`src/rtl/mc_types_pkg.sv`:
```
package mc_types_pkg;

    // Memory controller states.
    typedef enum logic [1:0] {
        MC_IDLE,
        MC_GRANT,
        MC_ACCESS,
        MC_DONE
    } mc_state_t;

    typedef enum logic {
        ARB_FIXED,
        ARB_RR
    } arb_mode_t;

    // Configuration register index.
    typedef logic [1:0] cfg_addr_t;

    localparam cfg_addr_t CFG_ENABLE = 2'd0;
    localparam cfg_addr_t CFG_MODE   = 2'd1;
    // Read only.
    localparam cfg_addr_t CFG_COUNT  = 2'd2;

endpackage

```
`src/rtl/bus_types_pkg.sv`:
```
package bus_types_pkg;

    // Byte address on the shared bus.
    typedef logic [31:0] addr_t;

    // Data word carried by reads and writes.
    typedef logic [31:0] word_t;

    // One enable per byte lane of word_t.
    typedef logic [3:0] byte_en_t;

endpackage
```
`src/rtl/bus_ctrl_if.sv`:
```
interface bus_ctrl_if #(
    parameter int NUM_HARTS = 2
);
    import bus_types_pkg::*;

    // Hart currently owned by the controller.
    logic [$clog2(NUM_HARTS)-1:0] hart_idx;
    // Address for reservation set and check.
    addr_t                        resv_addr;
    logic                         resv_set;
    logic                         sc_check;
    // Completed bus store, snooped by every hart entry.
    logic                         store;
    addr_t                        store_addr;
    logic                         sc_ok;

    modport controller (
        output hart_idx, resv_addr, resv_set, sc_check, store, store_addr,
        input  sc_ok
    );

    modport tracker (
        input  hart_idx, resv_addr, resv_set, sc_check, store, store_addr,
        output sc_ok
    );

endinterface

```
`src/rtl/generic_bus_if.sv`:
```
interface generic_bus_if;
    import bus_types_pkg::*;

    logic     ren;
    logic     wen;
    addr_t    addr;
    word_t    wdata;
    byte_en_t byte_en;
    word_t    rdata;
    logic     busy;

    // Request side, held until busy drops.
    modport controller (
        output ren, wen, addr, wdata, byte_en,
        input  rdata, busy
    );

    modport translator (
        input  ren, wen, addr, wdata, byte_en,
        output rdata, busy
    );

endinterface

```
`src/rtl/multicore_bus_top.sv`:
```
module multicore_bus_top #(
    parameter int NUM_HARTS = 2
) (
    input  logic                                    CLK,
    input  logic                                    rst_n,
    input  logic [NUM_HARTS-1:0]                    hart_ren,
    input  logic [NUM_HARTS-1:0]                    hart_wen,
    input  logic [NUM_HARTS-1:0]                    hart_resv,
    input  bus_types_pkg::addr_t    [NUM_HARTS-1:0] hart_addr,
    input  bus_types_pkg::word_t    [NUM_HARTS-1:0] hart_wdata,
    input  bus_types_pkg::byte_en_t [NUM_HARTS-1:0] hart_byte_en,
    output logic [NUM_HARTS-1:0]                    hart_busy,
    output bus_types_pkg::word_t    [NUM_HARTS-1:0] hart_rdata,
    output logic                                    bus_ren,
    output logic                                    bus_wen,
    output bus_types_pkg::addr_t                    bus_addr,
    output bus_types_pkg::word_t                    bus_wdata,
    output bus_types_pkg::byte_en_t                 bus_byte_en,
    input  bus_types_pkg::word_t                    bus_rdata,
    input  logic                                    bus_busy,
    input  logic                                    cfg_we,
    input  mc_types_pkg::cfg_addr_t                 cfg_addr,
    input  bus_types_pkg::word_t                    cfg_wdata,
    output bus_types_pkg::word_t                    cfg_rdata
);
    import mc_types_pkg::*;

    logic [$clog2(NUM_HARTS)-1:0] grant_idx;
    logic                         grant_valid;
    logic                         advance;
    logic                         xfer_done;
    logic [NUM_HARTS-1:0]         hart_enable;
    arb_mode_t                    arb_mode;

    generic_bus_if pipeline_trans_if ();
    bus_ctrl_if #(.NUM_HARTS(NUM_HARTS)) bcif ();

    bus_ctrl_regs #(
        .NUM_HARTS(NUM_HARTS)
    ) u_regs (
        .CLK(CLK),
        .rst_n(rst_n),
        .cfg_we(cfg_we),
        .cfg_addr(cfg_addr),
        .cfg_wdata(cfg_wdata),
        .cfg_rdata(cfg_rdata),
        .xfer_done(xfer_done),
        .hart_enable(hart_enable),
        .arb_mode(arb_mode)
    );

    // Requests of either kind compete.
    hart_arbiter #(
        .NUM_HARTS(NUM_HARTS)
    ) u_arb (
        .CLK(CLK),
        .rst_n(rst_n),
        .req(hart_ren | hart_wen),
        .hart_enable(hart_enable),
        .arb_mode(arb_mode),
        .advance(advance),
        .grant_idx(grant_idx),
        .grant_valid(grant_valid)
    );

    reservation_tracker #(
        .NUM_HARTS(NUM_HARTS)
    ) u_resv (
        .CLK(CLK),
        .rst_n(rst_n),
        .bcif(bcif)
    );

    memory_controller #(
        .NUM_HARTS(NUM_HARTS)
    ) u_mc (
        .CLK(CLK),
        .rst_n(rst_n),
        .hart_ren(hart_ren),
        .hart_wen(hart_wen),
        .hart_resv(hart_resv),
        .hart_addr(hart_addr),
        .hart_wdata(hart_wdata),
        .hart_byte_en(hart_byte_en),
        .hart_busy(hart_busy),
        .hart_rdata(hart_rdata),
        .out_gen_bus_if(pipeline_trans_if),
        .bcif(bcif),
        .grant_idx(grant_idx),
        .grant_valid(grant_valid),
        .advance(advance),
        .xfer_done(xfer_done)
    );

    generic_nonpipeline u_bt (
        .CLK(CLK),
        .rst_n(rst_n),
        .pipeline_trans_if(pipeline_trans_if),
        .bus_ren(bus_ren),
        .bus_wen(bus_wen),
        .bus_addr(bus_addr),
        .bus_wdata(bus_wdata),
        .bus_byte_en(bus_byte_en),
        .bus_rdata(bus_rdata),
        .bus_busy(bus_busy)
    );

endmodule

```
`src/rtl/generic_nonpipeline.sv`:
```
module generic_nonpipeline (
    input  logic                     CLK,
    input  logic                     rst_n,
    generic_bus_if.translator        pipeline_trans_if,
    output logic                     bus_ren,
    output logic                     bus_wen,
    output bus_types_pkg::addr_t     bus_addr,
    output bus_types_pkg::word_t     bus_wdata,
    output bus_types_pkg::byte_en_t  bus_byte_en,
    input  bus_types_pkg::word_t     bus_rdata,
    input  logic                     bus_busy
);
    import bus_types_pkg::*;

    logic active;

    assign active = bus_ren | bus_wen;

    // Capture when idle, drop after the slave finishes.
    always_ff @(posedge CLK) begin
        if (!rst_n) begin
            bus_ren <= 1'b0;
            bus_wen <= 1'b0;
        end else if (active) begin
            if (!bus_busy) begin
                bus_ren <= 1'b0;
                bus_wen <= 1'b0;
            end
        end else begin
            bus_ren <= pipeline_trans_if.ren;
            bus_wen <= pipeline_trans_if.wen;
        end
    end

    always_ff @(posedge CLK) begin
        if (!active) begin
            bus_addr    <= pipeline_trans_if.addr;
            bus_wdata   <= pipeline_trans_if.wdata;
            bus_byte_en <= pipeline_trans_if.byte_en;
        end
    end

    assign pipeline_trans_if.busy = !(active && !bus_busy);

    // Disabled lanes read as zero.
    always_comb begin
        for (int i = 0; i < $bits(byte_en_t); i++) begin
            pipeline_trans_if.rdata[8*i +: 8] = bus_byte_en[i] ? bus_rdata[8*i +: 8] : 8'h00;
        end
    end

endmodule

```
`src/rtl/memory_controller.sv`:
```
module memory_controller #(
    parameter int NUM_HARTS = 2
) (
    input  logic                                      CLK,
    input  logic                                      rst_n,
    input  logic [NUM_HARTS-1:0]                      hart_ren,
    input  logic [NUM_HARTS-1:0]                      hart_wen,
    input  logic [NUM_HARTS-1:0]                      hart_resv,
    input  bus_types_pkg::addr_t    [NUM_HARTS-1:0]   hart_addr,
    input  bus_types_pkg::word_t    [NUM_HARTS-1:0]   hart_wdata,
    input  bus_types_pkg::byte_en_t [NUM_HARTS-1:0]   hart_byte_en,
    output logic [NUM_HARTS-1:0]                      hart_busy,
    output bus_types_pkg::word_t    [NUM_HARTS-1:0]   hart_rdata,
    generic_bus_if.controller                         out_gen_bus_if,
    bus_ctrl_if.controller                            bcif,
    input  logic [$clog2(NUM_HARTS)-1:0]              grant_idx,
    input  logic                                      grant_valid,
    output logic                                      advance,
    output logic                                      xfer_done
);
    import bus_types_pkg::*;
    import mc_types_pkg::*;

    localparam int IDX_W = $clog2(NUM_HARTS);

    mc_state_t        state;
    logic [IDX_W-1:0] sel_idx;
    logic             sc_req;
    logic             sc_fail;
    logic             req_ren;
    logic             req_wen;
    logic             req_resv;
    addr_t            req_addr;
    word_t            req_wdata;
    byte_en_t         req_byte_en;
    word_t            resp_rdata;

    // Store-conditional from the selected hart.
    assign sc_req = hart_wen[sel_idx] && hart_resv[sel_idx];

    always_ff @(posedge CLK) begin
        if (!rst_n) begin
            state   <= MC_IDLE;
            sel_idx <= '0;
            sc_fail <= 1'b0;
        end else begin
            case (state)
                MC_IDLE: begin
                    if (grant_valid) begin
                        sel_idx <= grant_idx;
                        state   <= MC_GRANT;
                    end
                end
                MC_GRANT: begin
                    sc_fail <= sc_req && !bcif.sc_ok;
                    // A lost reservation never reaches the bus.
                    state   <= (sc_req && !bcif.sc_ok) ? MC_DONE : MC_ACCESS;
                end
                MC_ACCESS: begin
                    if (!out_gen_bus_if.busy) begin
                        state <= MC_DONE;
                    end
                end
                default: state <= MC_IDLE;
            endcase
        end
    end

    always_ff @(posedge CLK) begin
        if (state == MC_GRANT) begin
            req_ren     <= hart_ren[sel_idx];
            req_wen     <= hart_wen[sel_idx];
            req_resv    <= hart_resv[sel_idx];
            req_addr    <= hart_addr[sel_idx];
            req_wdata   <= hart_wdata[sel_idx];
            req_byte_en <= hart_byte_en[sel_idx];
        end
        if (state == MC_GRANT && sc_req && !bcif.sc_ok) begin
            resp_rdata <= word_t'(1);
        end else if (state == MC_ACCESS && !out_gen_bus_if.busy) begin
            resp_rdata <= req_ren ? out_gen_bus_if.rdata : '0;
        end
    end

    assign out_gen_bus_if.ren     = (state == MC_ACCESS) && req_ren;
    assign out_gen_bus_if.wen     = (state == MC_ACCESS) && req_wen;
    assign out_gen_bus_if.addr    = req_addr;
    assign out_gen_bus_if.wdata   = req_wdata;
    assign out_gen_bus_if.byte_en = req_byte_en;

    // Check uses live hart fields while still in grant.
    assign bcif.hart_idx   = sel_idx;
    assign bcif.resv_addr  = (state == MC_GRANT) ? hart_addr[sel_idx] : req_addr;
    assign bcif.sc_check   = (state == MC_GRANT) && sc_req;
    assign bcif.resv_set   = (state == MC_DONE) && req_ren && req_resv;
    assign bcif.store      = (state == MC_DONE) && req_wen && !sc_fail;
    assign bcif.store_addr = req_addr;

    always_comb begin
        for (int i = 0; i < NUM_HARTS; i++) begin
            hart_busy[i]  = !(state == MC_DONE && sel_idx == IDX_W'(i));
            hart_rdata[i] = resp_rdata;
        end
    end

    assign advance   = (state == MC_DONE);
    assign xfer_done = (state == MC_DONE) && !sc_fail;

endmodule

```
`src/rtl/reservation_tracker.sv`:
```
module reservation_tracker #(
    parameter int NUM_HARTS = 2
) (
    input logic        CLK,
    input logic        rst_n,
    bus_ctrl_if.tracker bcif
);
    import bus_types_pkg::*;

    localparam int AW = $bits(addr_t);

    logic [NUM_HARTS-1:0] resv_valid;
    addr_t                resv_word [NUM_HARTS];

    // Valid bits.
    always_ff @(posedge CLK) begin
        if (!rst_n) begin
            resv_valid <= '0;
        end else begin
            for (int i = 0; i < NUM_HARTS; i++) begin
                if (bcif.store && (bcif.hart_idx == i ||
                        resv_word[i][AW-1:2] == bcif.store_addr[AW-1:2])) begin
                    // Any matching store kills it, and so does our own store.
                    resv_valid[i] <= 1'b0;
                end else if (bcif.resv_set && bcif.hart_idx == i) begin
                    resv_valid[i] <= 1'b1;
                end
            end
        end
    end

    always_ff @(posedge CLK) begin
        for (int i = 0; i < NUM_HARTS; i++) begin
            if (bcif.resv_set && bcif.hart_idx == i) begin
                resv_word[i] <= bcif.resv_addr;
            end
        end
    end

    // Word compare only, byte offset ignored.
    assign bcif.sc_ok = bcif.sc_check && resv_valid[bcif.hart_idx] &&
                        resv_word[bcif.hart_idx][AW-1:2] == bcif.resv_addr[AW-1:2];

endmodule

```
`src/rtl/hart_arbiter.sv`:
```
module hart_arbiter #(
    parameter int NUM_HARTS = 2
) (
    input  logic                         CLK,
    input  logic                         rst_n,
    input  logic [NUM_HARTS-1:0]         req,
    input  logic [NUM_HARTS-1:0]         hart_enable,
    input  mc_types_pkg::arb_mode_t      arb_mode,
    input  logic                         advance,
    output logic [$clog2(NUM_HARTS)-1:0] grant_idx,
    output logic                         grant_valid
);
    import mc_types_pkg::*;

    localparam int IDX_W = $clog2(NUM_HARTS);

    logic [NUM_HARTS-1:0] req_masked;
    logic [IDX_W-1:0]     rr_ptr;
    logic [IDX_W-1:0]     held_idx;
    logic [IDX_W-1:0]     pick_idx;
    logic                 pick_valid;
    logic                 locked;

    assign req_masked = req & hart_enable;

    // Search starts at the pointer in round-robin mode, at 0 otherwise.
    always_comb begin
        int idx;
        pick_idx   = '0;
        pick_valid = 1'b0;
        for (int k = 0; k < NUM_HARTS; k++) begin
            if (arb_mode == ARB_RR) begin
                idx = (int'(rr_ptr) + k) % NUM_HARTS;
            end else begin
                idx = k;
            end
            if (!pick_valid && req_masked[idx]) begin
                pick_valid = 1'b1;
                pick_idx   = IDX_W'(idx);
            end
        end
    end

    // Grant stays fixed until the controller finishes with it.
    assign grant_idx   = locked ? held_idx : pick_idx;
    assign grant_valid = locked | pick_valid;

    always_ff @(posedge CLK) begin
        if (!rst_n) begin
            locked   <= 1'b0;
            held_idx <= '0;
            rr_ptr   <= '0;
        end else if (advance) begin
            locked <= 1'b0;
            if (arb_mode == ARB_RR) begin
                rr_ptr <= (held_idx == IDX_W'(NUM_HARTS - 1)) ? '0 : held_idx + 1'b1;
            end
        end else if (!locked && pick_valid) begin
            locked   <= 1'b1;
            held_idx <= pick_idx;
        end
    end

endmodule

```
`src/rtl/bus_ctrl_regs.sv`:
```
module bus_ctrl_regs #(
    parameter int NUM_HARTS = 2
) (
    input  logic                    CLK,
    input  logic                    rst_n,
    input  logic                    cfg_we,
    input  mc_types_pkg::cfg_addr_t cfg_addr,
    input  bus_types_pkg::word_t    cfg_wdata,
    output bus_types_pkg::word_t    cfg_rdata,
    input  logic                    xfer_done,
    output logic [NUM_HARTS-1:0]    hart_enable,
    output mc_types_pkg::arb_mode_t arb_mode
);
    import bus_types_pkg::*;
    import mc_types_pkg::*;

    word_t xfer_count;

    always_ff @(posedge CLK) begin
        if (!rst_n) begin
            hart_enable <= '1;
            arb_mode    <= ARB_FIXED;
            xfer_count  <= '0;
        end else begin
            if (cfg_we && cfg_addr == CFG_ENABLE) begin
                hart_enable <= cfg_wdata[NUM_HARTS-1:0];
            end
            if (cfg_we && cfg_addr == CFG_MODE) begin
                arb_mode <= arb_mode_t'(cfg_wdata[0]);
            end
            // Only transfers that reached the bus.
            if (xfer_done) begin
                xfer_count <= xfer_count + 1'b1;
            end
        end
    end

    always_comb begin
        case (cfg_addr)
            CFG_ENABLE: cfg_rdata = word_t'(hart_enable);
            CFG_MODE:   cfg_rdata = word_t'(arb_mode);
            CFG_COUNT:  cfg_rdata = xfer_count;
            default:    cfg_rdata = '0;
        endcase
    end

endmodule

```
`config.mk`:
```
export PLATFORM = sky130hd
export DESIGN_NAME = multicore_bus_top
export DESIGN_NICKNAME = d
export VERILOG_FILES = /design/src/rtl/mc_types_pkg.sv /design/src/rtl/bus_types_pkg.sv /design/src/rtl/bus_ctrl_if.sv /design/src/rtl/generic_bus_if.sv /design/src/rtl/multicore_bus_top.sv /design/src/rtl/generic_nonpipeline.sv /design/src/rtl/memory_controller.sv /design/src/rtl/reservation_tracker.sv /design/src/rtl/hart_arbiter.sv /design/src/rtl/bus_ctrl_regs.sv
export SDC_FILE = /design/constraint.sdc
export NUM_CORES = 1
export LEC_CHECK = 0
export BUFFER_PORTS_ARGS = -buffer_cell sky130_fd_sc_hd__clkbuf_2
export CORE_MARGIN = 2
export CORE_UTILIZATION = 55
export CTS_CLUSTER_DIAMETER = 80
export DETAILED_ROUTE_END_ITERATION = 7
export GPL_TIMING_DRIVEN = 0
export PLACE_DENSITY_LB_ADDON = 0.25
export REMOVE_ABC_BUFFERS = 1
export SETUP_SLACK_MARGIN = 0.15
export SYNTH_ARGS = -nofsm -noshare
export SYNTH_HDL_FRONTEND = slang
export SYNTH_SLANG_ARGS = --single-unit
```
`constraint.sdc`:
```
create_clock -name CLK -period 11.5 [get_ports CLK]
set_clock_uncertainty 0.1 [all_clocks]
set_input_delay 2.3 -clock CLK [delete_from_list [all_inputs] [get_ports CLK]]
set_output_delay 2.3 -clock CLK [all_outputs]
set_load 0.02 [all_outputs]
```
==> flow_summary.toml, run 1 <==
[global_route]
antenna_found_initial = 1
grt_start_max_net_pins = 80
grt_pass1_vias = 8608
grt_pass1_wl_um = 44800
grt_overflow_total = 0
gr-usage-all-layers_pct = 23.4

[power]
cellPowerDensity_nw_per_um2 = 239
combPwrFrac_pct = 30.6
switching_share_pct = 34.0
p_sw_mw = 1.26
p_leak_nw = 6.28
power.internal_mw = 2.45
p_seq_share_pct = 42.3
ir_drop_mv = 0.162
clockPowerShare_pct = 27.1

[yosys]
synth_top_cell_area_share_pct = 40.2
yosys.area.top_type = "edfxtp_1"
ys_seq_area_share_pct = 57.5
synthArstFlopShare_pct = 0
synthFlopType = "edfxtp_1"
syn-instance-count = 1018
netlist_top_cells_area = "edfxtp_1, dfxtp_1, mux2i_1"
synth-edff-count = 169
synth_area_um2 = 12600
yosys_warnings = 0
synth_common_cells = "edfxtp_1, dfxtp_1, nor2_1"
ys_ff_latch = 278
synth.most_common_cell = "edfxtp_1"
syn_avg_cell_area_um2 = 12.4
ys_types = 60

[critical_path]
critical_path_class = "input pin to primary output"
reg2reg_depth = 9
required_ns = 9.10
critPathMaxStageDelay_ns = 0.74
crit_fanout = 30
worstReg2RegStart = "u_mc.state[0]"
crit_arrival_ns = 3.61
endpoint_kind = "primary output"
timing.rr.end = "u_mc.resp_rdata[0]"
rrSetupSlack_ns = 7.15
crit_slowest_cell = "nor2b_2"
cp_cell_sequence = "clkbuf_2 > nor2b_2 > and2_1 > clkbuf_2"
cp_common_cell = "clkbuf_2"
start_kind = "input pin"

[cts]
holdBufCountCts = 0
h-tree-depth = 1
cts_tree = "yes"
cts_made_buffers = 28
cts_buffer_depth = 3
clock-sinks = 278
clock_latency_ns = 0.54
cts_resized = 0
clk_pin_slew_ns = 0.06
post_cts_buffers = 0
cts-root-buf = "clkbuf_16"

[die]
start_util_pct = 55.9
die_width_um = 156
io_pins = 380
die_h_um = 156
core.rowCount = 55
core_um2 = 22600
die-area_um2 = 24200

[route]
wl_met3_um = 1750
drt-met1-wl_um = 12100
wirelength_um = 29200
drt_iter0_drc = 415
highest_layer = "met4"
drc = 0
vias_per_cell = 5.43
wl_per_cell_um = 17.9
via_count = 8861
drt_pass1_iterations = 6
dr_wl_met2_um = 14500
antenna_left = 0

[timing]
relSlewSlack_pct = 17.1
drv_slew = 0
hold_violations = 0
post-route-period-util_pct = 52.3
setup_violations = 0
fin_setup_tns_ns = 0
rsz0062_at_grt = "false"
tightest_slew_ns = 1.24
fmax_ghz = 0.166
min_period_ns = 6.01

[placed_design]
port_buffers = 349
gp_congestion = 0.821
detailed_place_hpwl_um = 20700

[run_status]
status = "completed"

[cells_and_area]
fillers = 1669
final_net_count = 1542
utilization_pct = 68.9
area_growth_syn_to_layout_pct = 23.1
drive_gt1_share_pct = 39.9

[job]
maxCapViolations = 0

[hold_path]
hold_depth = 0
min_path_type = "register to register"
holdPathEnd = "u_bt.bus_addr[0]"
cell type report:
cell class	count	area, µm²	share of cell area, %
clock buffer	31	743	4.78
inverter	13	48.8	0.314
multi-input combinational	643	4850	31.2
antenna	1	2.50	0.0161
timing repair buffer	361	1990	12.8
sequential	278	7260	46.7
clock inverter	21	294	1.89
tap	285	357	2.29
placed cells by master, fill, tap and decap left out, drive strengths merged, types with 31 or more instances in the layout:
cell	n
clkbuf	380
nor2	74
dfxtp	109
a31o	31
mux2i	65
o31ai	31
xor2	44
a21oi	71
edfxtp	169
xnor2	65
and2	35
and3	36
mux2	43
routing by layer:
layer	vias to the layer above	GRT usage [%]
met3	57	3.87
met1	4179	29.6
li1	4328	-
met4	0	7.69
met2	297	40.9
met5	-	0
how the worst max path moves through the flow:
stage,from,endpoint,cells past startpoint
after floorplan,u_mc.state[1],u_mc.state[0],7
after global placement,u_mc.state[0],u_mc.state[0],6
after detailed placement,cfg_addr[1],cfg_rdata[27],4
after CTS,cfg_addr[1],cfg_rdata[27],4
after global routing,cfg_addr[1],cfg_rdata[28],4
final,cfg_addr[1],cfg_rdata[27],4
cell families (layout without fill, tap and decap cells):
logic type                 Yosys count  count (layout)  synth area share, %
AOI/OAI and AO/OA                  174             174                 10.8
xor gates and xnor gates           109             109                 7.56
adders and majority gates            5               5                0.495
buffers and inverters               97             426                 4.46
DFF                                278             278                 57.5
muxes                              108             108                 9.02
other                                0               1                    0
and+or+nand+nor                    247             247                 10.2
critical path, delay by kind of cell:
kind | cells | cell delay [ns]
AND/OR/NAND/NOR | 2 | 0.99
buffers and inverters | 2 | 0.31
power groups by stage:
stage	logic, mW	clock network [mW]	registers [mW]
after floorplan	0.570	0	1.76
after global placement	1.07	0	1.64
after detailed placement	1.13	0	1.59
after CTS	1.15	1.02	1.57
after global routing	1.22	1.06	1.59
final	1.14	1.00	1.57
flip-flops by register name, indices dropped and copies added, names as in the netlist, 2 cells and up, named ones only:
register / cells
u_mc.state: 2
u_resv.resv_valid: 2
u_mc.out_gen_bus_if.byte_en: 4
u_resv.resv_word: 60
u_mc.out_gen_bus_if.wdata: 32
u_mc.resp_rdata: 32
u_bt.bus_addr: 32
u_regs.xfer_count: 32
u_bt.bus_wdata: 32
u_regs.hart_enable: 2
u_bt.bus_byte_en: 4
u_mc.bcif.store_addr: 30
stage by stage:
stage / worst slack, ns / total power, mW / hold WS (ns) / instances / area (µm²)
detailed placement: 5.47 / 2.72 / 0.305 / 1580 / 14500
CTS: 5.48 / 3.73 / 0.317 / 1632 / 15500
global route: 5.34 / 3.88 / 0.321 / 1632 / 15500
floorplan: 5.03 / 2.33 / 0.300 / 934 / 12100
global placement: 2.35 / 2.71 / 0.301 / 1568 / 14200
finish: 5.49 / 3.71 / 0.316 / 1633 / 15500
Power figures use the tool's default switching activity.
==> inputs of run 2 (changes only) <==
Settings changed: CORE_UTILIZATION 55 to 47.
Clock period 11.5 ns to 5.2 ns, I/O delays scaled along.
==> flow_summary.toml, run 2 (same netlist as run 1, synthesis figures left out) <==
[run_status]
status = "completed"

[route]
drc = 0
wirelength_um = 29900
drt_iter0_drc = 647
drt_pass1_iterations = 7
via_count = 8895
vias_per_cell = 5.28
antenna_left = 0
wl_per_cell_um = 17.7

[power]
p_sw_mw = 2.80
p_seq_share_pct = 42.8
power.internal_mw = 5.29
p_leak_nw = 6.26
cellPowerDensity_nw_per_um2 = 520
clockPowerShare_pct = 25.6
switching_share_pct = 34.6
combPwrFrac_pct = 31.6
ir_drop_mv = 0.290

[cts]
cts_made_buffers = 29
post_cts_buffers = 0
h-tree-depth = 1
cts-root-buf = "clkbuf_16"
cts_tree = "yes"
clock-sinks = 278
cts_buffer_depth = 3
cts_resized = 0
clock_latency_ns = 0.55
clk_pin_slew_ns = 0.06
holdBufCountCts = 0

[timing]
rsz0062_at_grt = "false"
setup_violations = 0
min_period_ns = 3.90
hold_violations = 0
fin_setup_tns_ns = 0
drv_slew = 0
fmax_ghz = 0.256
whs_ns = 0.316
post-route-period-util_pct = 75.0
relSlewSlack_pct = 16.4
tightest_slew_ns = 1.25

[global_route]
antenna_found_initial = 0
grt_pass1_wl_um = 46500
grt_overflow_total = 0
gr-usage-all-layers_pct = 20.6
grt_pass1_vias = 8488
grt_start_max_net_pins = 62

[cells_and_area]
final_net_count = 1544
final_cell_mix = "clkbuf_2, edfxtp_1, dfxtp_1"
diodes = 0
regMostFlops = "u_resv.resv_word"
layout_commonest_cell = "clkbuf_2"
final-instance-count-excl-fill = 1685
fillers = 2132
drive_gt1_share_pct = 39.5
area_growth_syn_to_layout_pct = 23.2
largest_register_ffs = 60

[die]
core_um2 = 26200
die-area_um2 = 28200
io_pins = 380
die_width_um = 168
core.rowCount = 59
start_util_pct = 48.2
die_h_um = 168

[critical_path]
rrSetupSlack_ns = 1.30
required_ns = 5.57
critPathLaunch = "u_mc.state[0]"
cp-endpoint = "u_mc.resp_rdata[23]"
worstReg2RegStart = "u_mc.state[0]"
start_kind = "register"
reg2reg_depth = 9
endpoint_kind = "register"
crit_fanout = 55
crit_arrival_ns = 4.27
critical_path_class = "register to register"
timing.rr.end = "u_mc.resp_rdata[23]"

[placed_design]
gp_congestion = 0.782
port_buffers = 349
dp_cells = 1631
detailed_place_hpwl_um = 21300

[hold_path]
hold_depth = 0
min_path_type = "register to register"

[job]
maxCapViolations = 0
[run 2: changes by cell type in the layout (fill, tap and decap cells not counted), moves of 3 or more]
cell	delta
clkbuf_8	+3
buf_12	-3
clkbuf_1	+10
bufinv_16	-4
clkinvlp_4	-3
buf_16	+3
[run 2: layout make-up]
type	instances	area (µm²)	area share [%]
clock buffer	44	822	5.28
clock inverter	10	130	0.836
inverter	13	48.8	0.314
multi-input combinational	643	4850	31.2
sequential	278	7260	46.7
tap	335	419	2.69
timing repair buffer	362	2030	13.0
[run 2: worst min path at each step]
stage | startpoint | to
detailed placement | register | u_bt.bus_addr[0]
global placement | u_mc.out_gen_bus_if.wdata[1] | u_bt.bus_wdata[1]
global route | register | u_bt.bus_addr[1]
finish | u_mc.out_gen_bus_if.wdata[16] | u_bt.bus_wdata[16]
floorplan | register | u_bt.bus_addr[0]
CTS | u_mc.out_gen_bus_if.wdata[1] | u_bt.bus_wdata[1]
[run 2: worst max-delay path: stages (launching register included)]
cell and delay, ns:
dfxtp_1 0.43, ha_4 0.45, buf_16 0.29, or2_1 0.19, a21boi_0 0.35, o21ai_0 0.17, nor4_1 0.31, nand4_2 0.77
buf_16 0.46, o31ai_2 0.25
[run 2: power by group through the flow]
stage	sequential (mW)	clock, mW	combinational (mW)
2_1_floorplan	3.89	0	1.26
3_3_place_gp	3.63	0	2.40
3_5_place_dp	3.51	0	2.56
4_1_cts	3.47	2.11	2.57
5_1_grt	3.53	2.21	2.75
6_report	3.46	2.07	2.55
[run 2: metrics by stage]
stage | worst slack (ns) | utilization (%) | instance area (µm²) | power, mW
finish | 1.30 | 59.4 | 15600 | 8.09
CTS | 1.20 | 59.4 | 15600 | 8.15
global placement | -4.35 | 54.5 | 14300 | 6.04
global route | 0.898 | 59.4 | 15600 | 8.49
floorplan | -1.27 | - | 12100 | 5.15
detailed placement | 1.20 | 55.7 | 14600 | 6.07
[run 2: per-layer routing]
metal  wire length (µm)  vias up  GRT usage [%]
met1              13400     4221           28.4
met5                  0        -              0
li1                   -     4331              -
met2              14100      298           34.3
met3               1680       45           3.15
met4                623        0           5.41
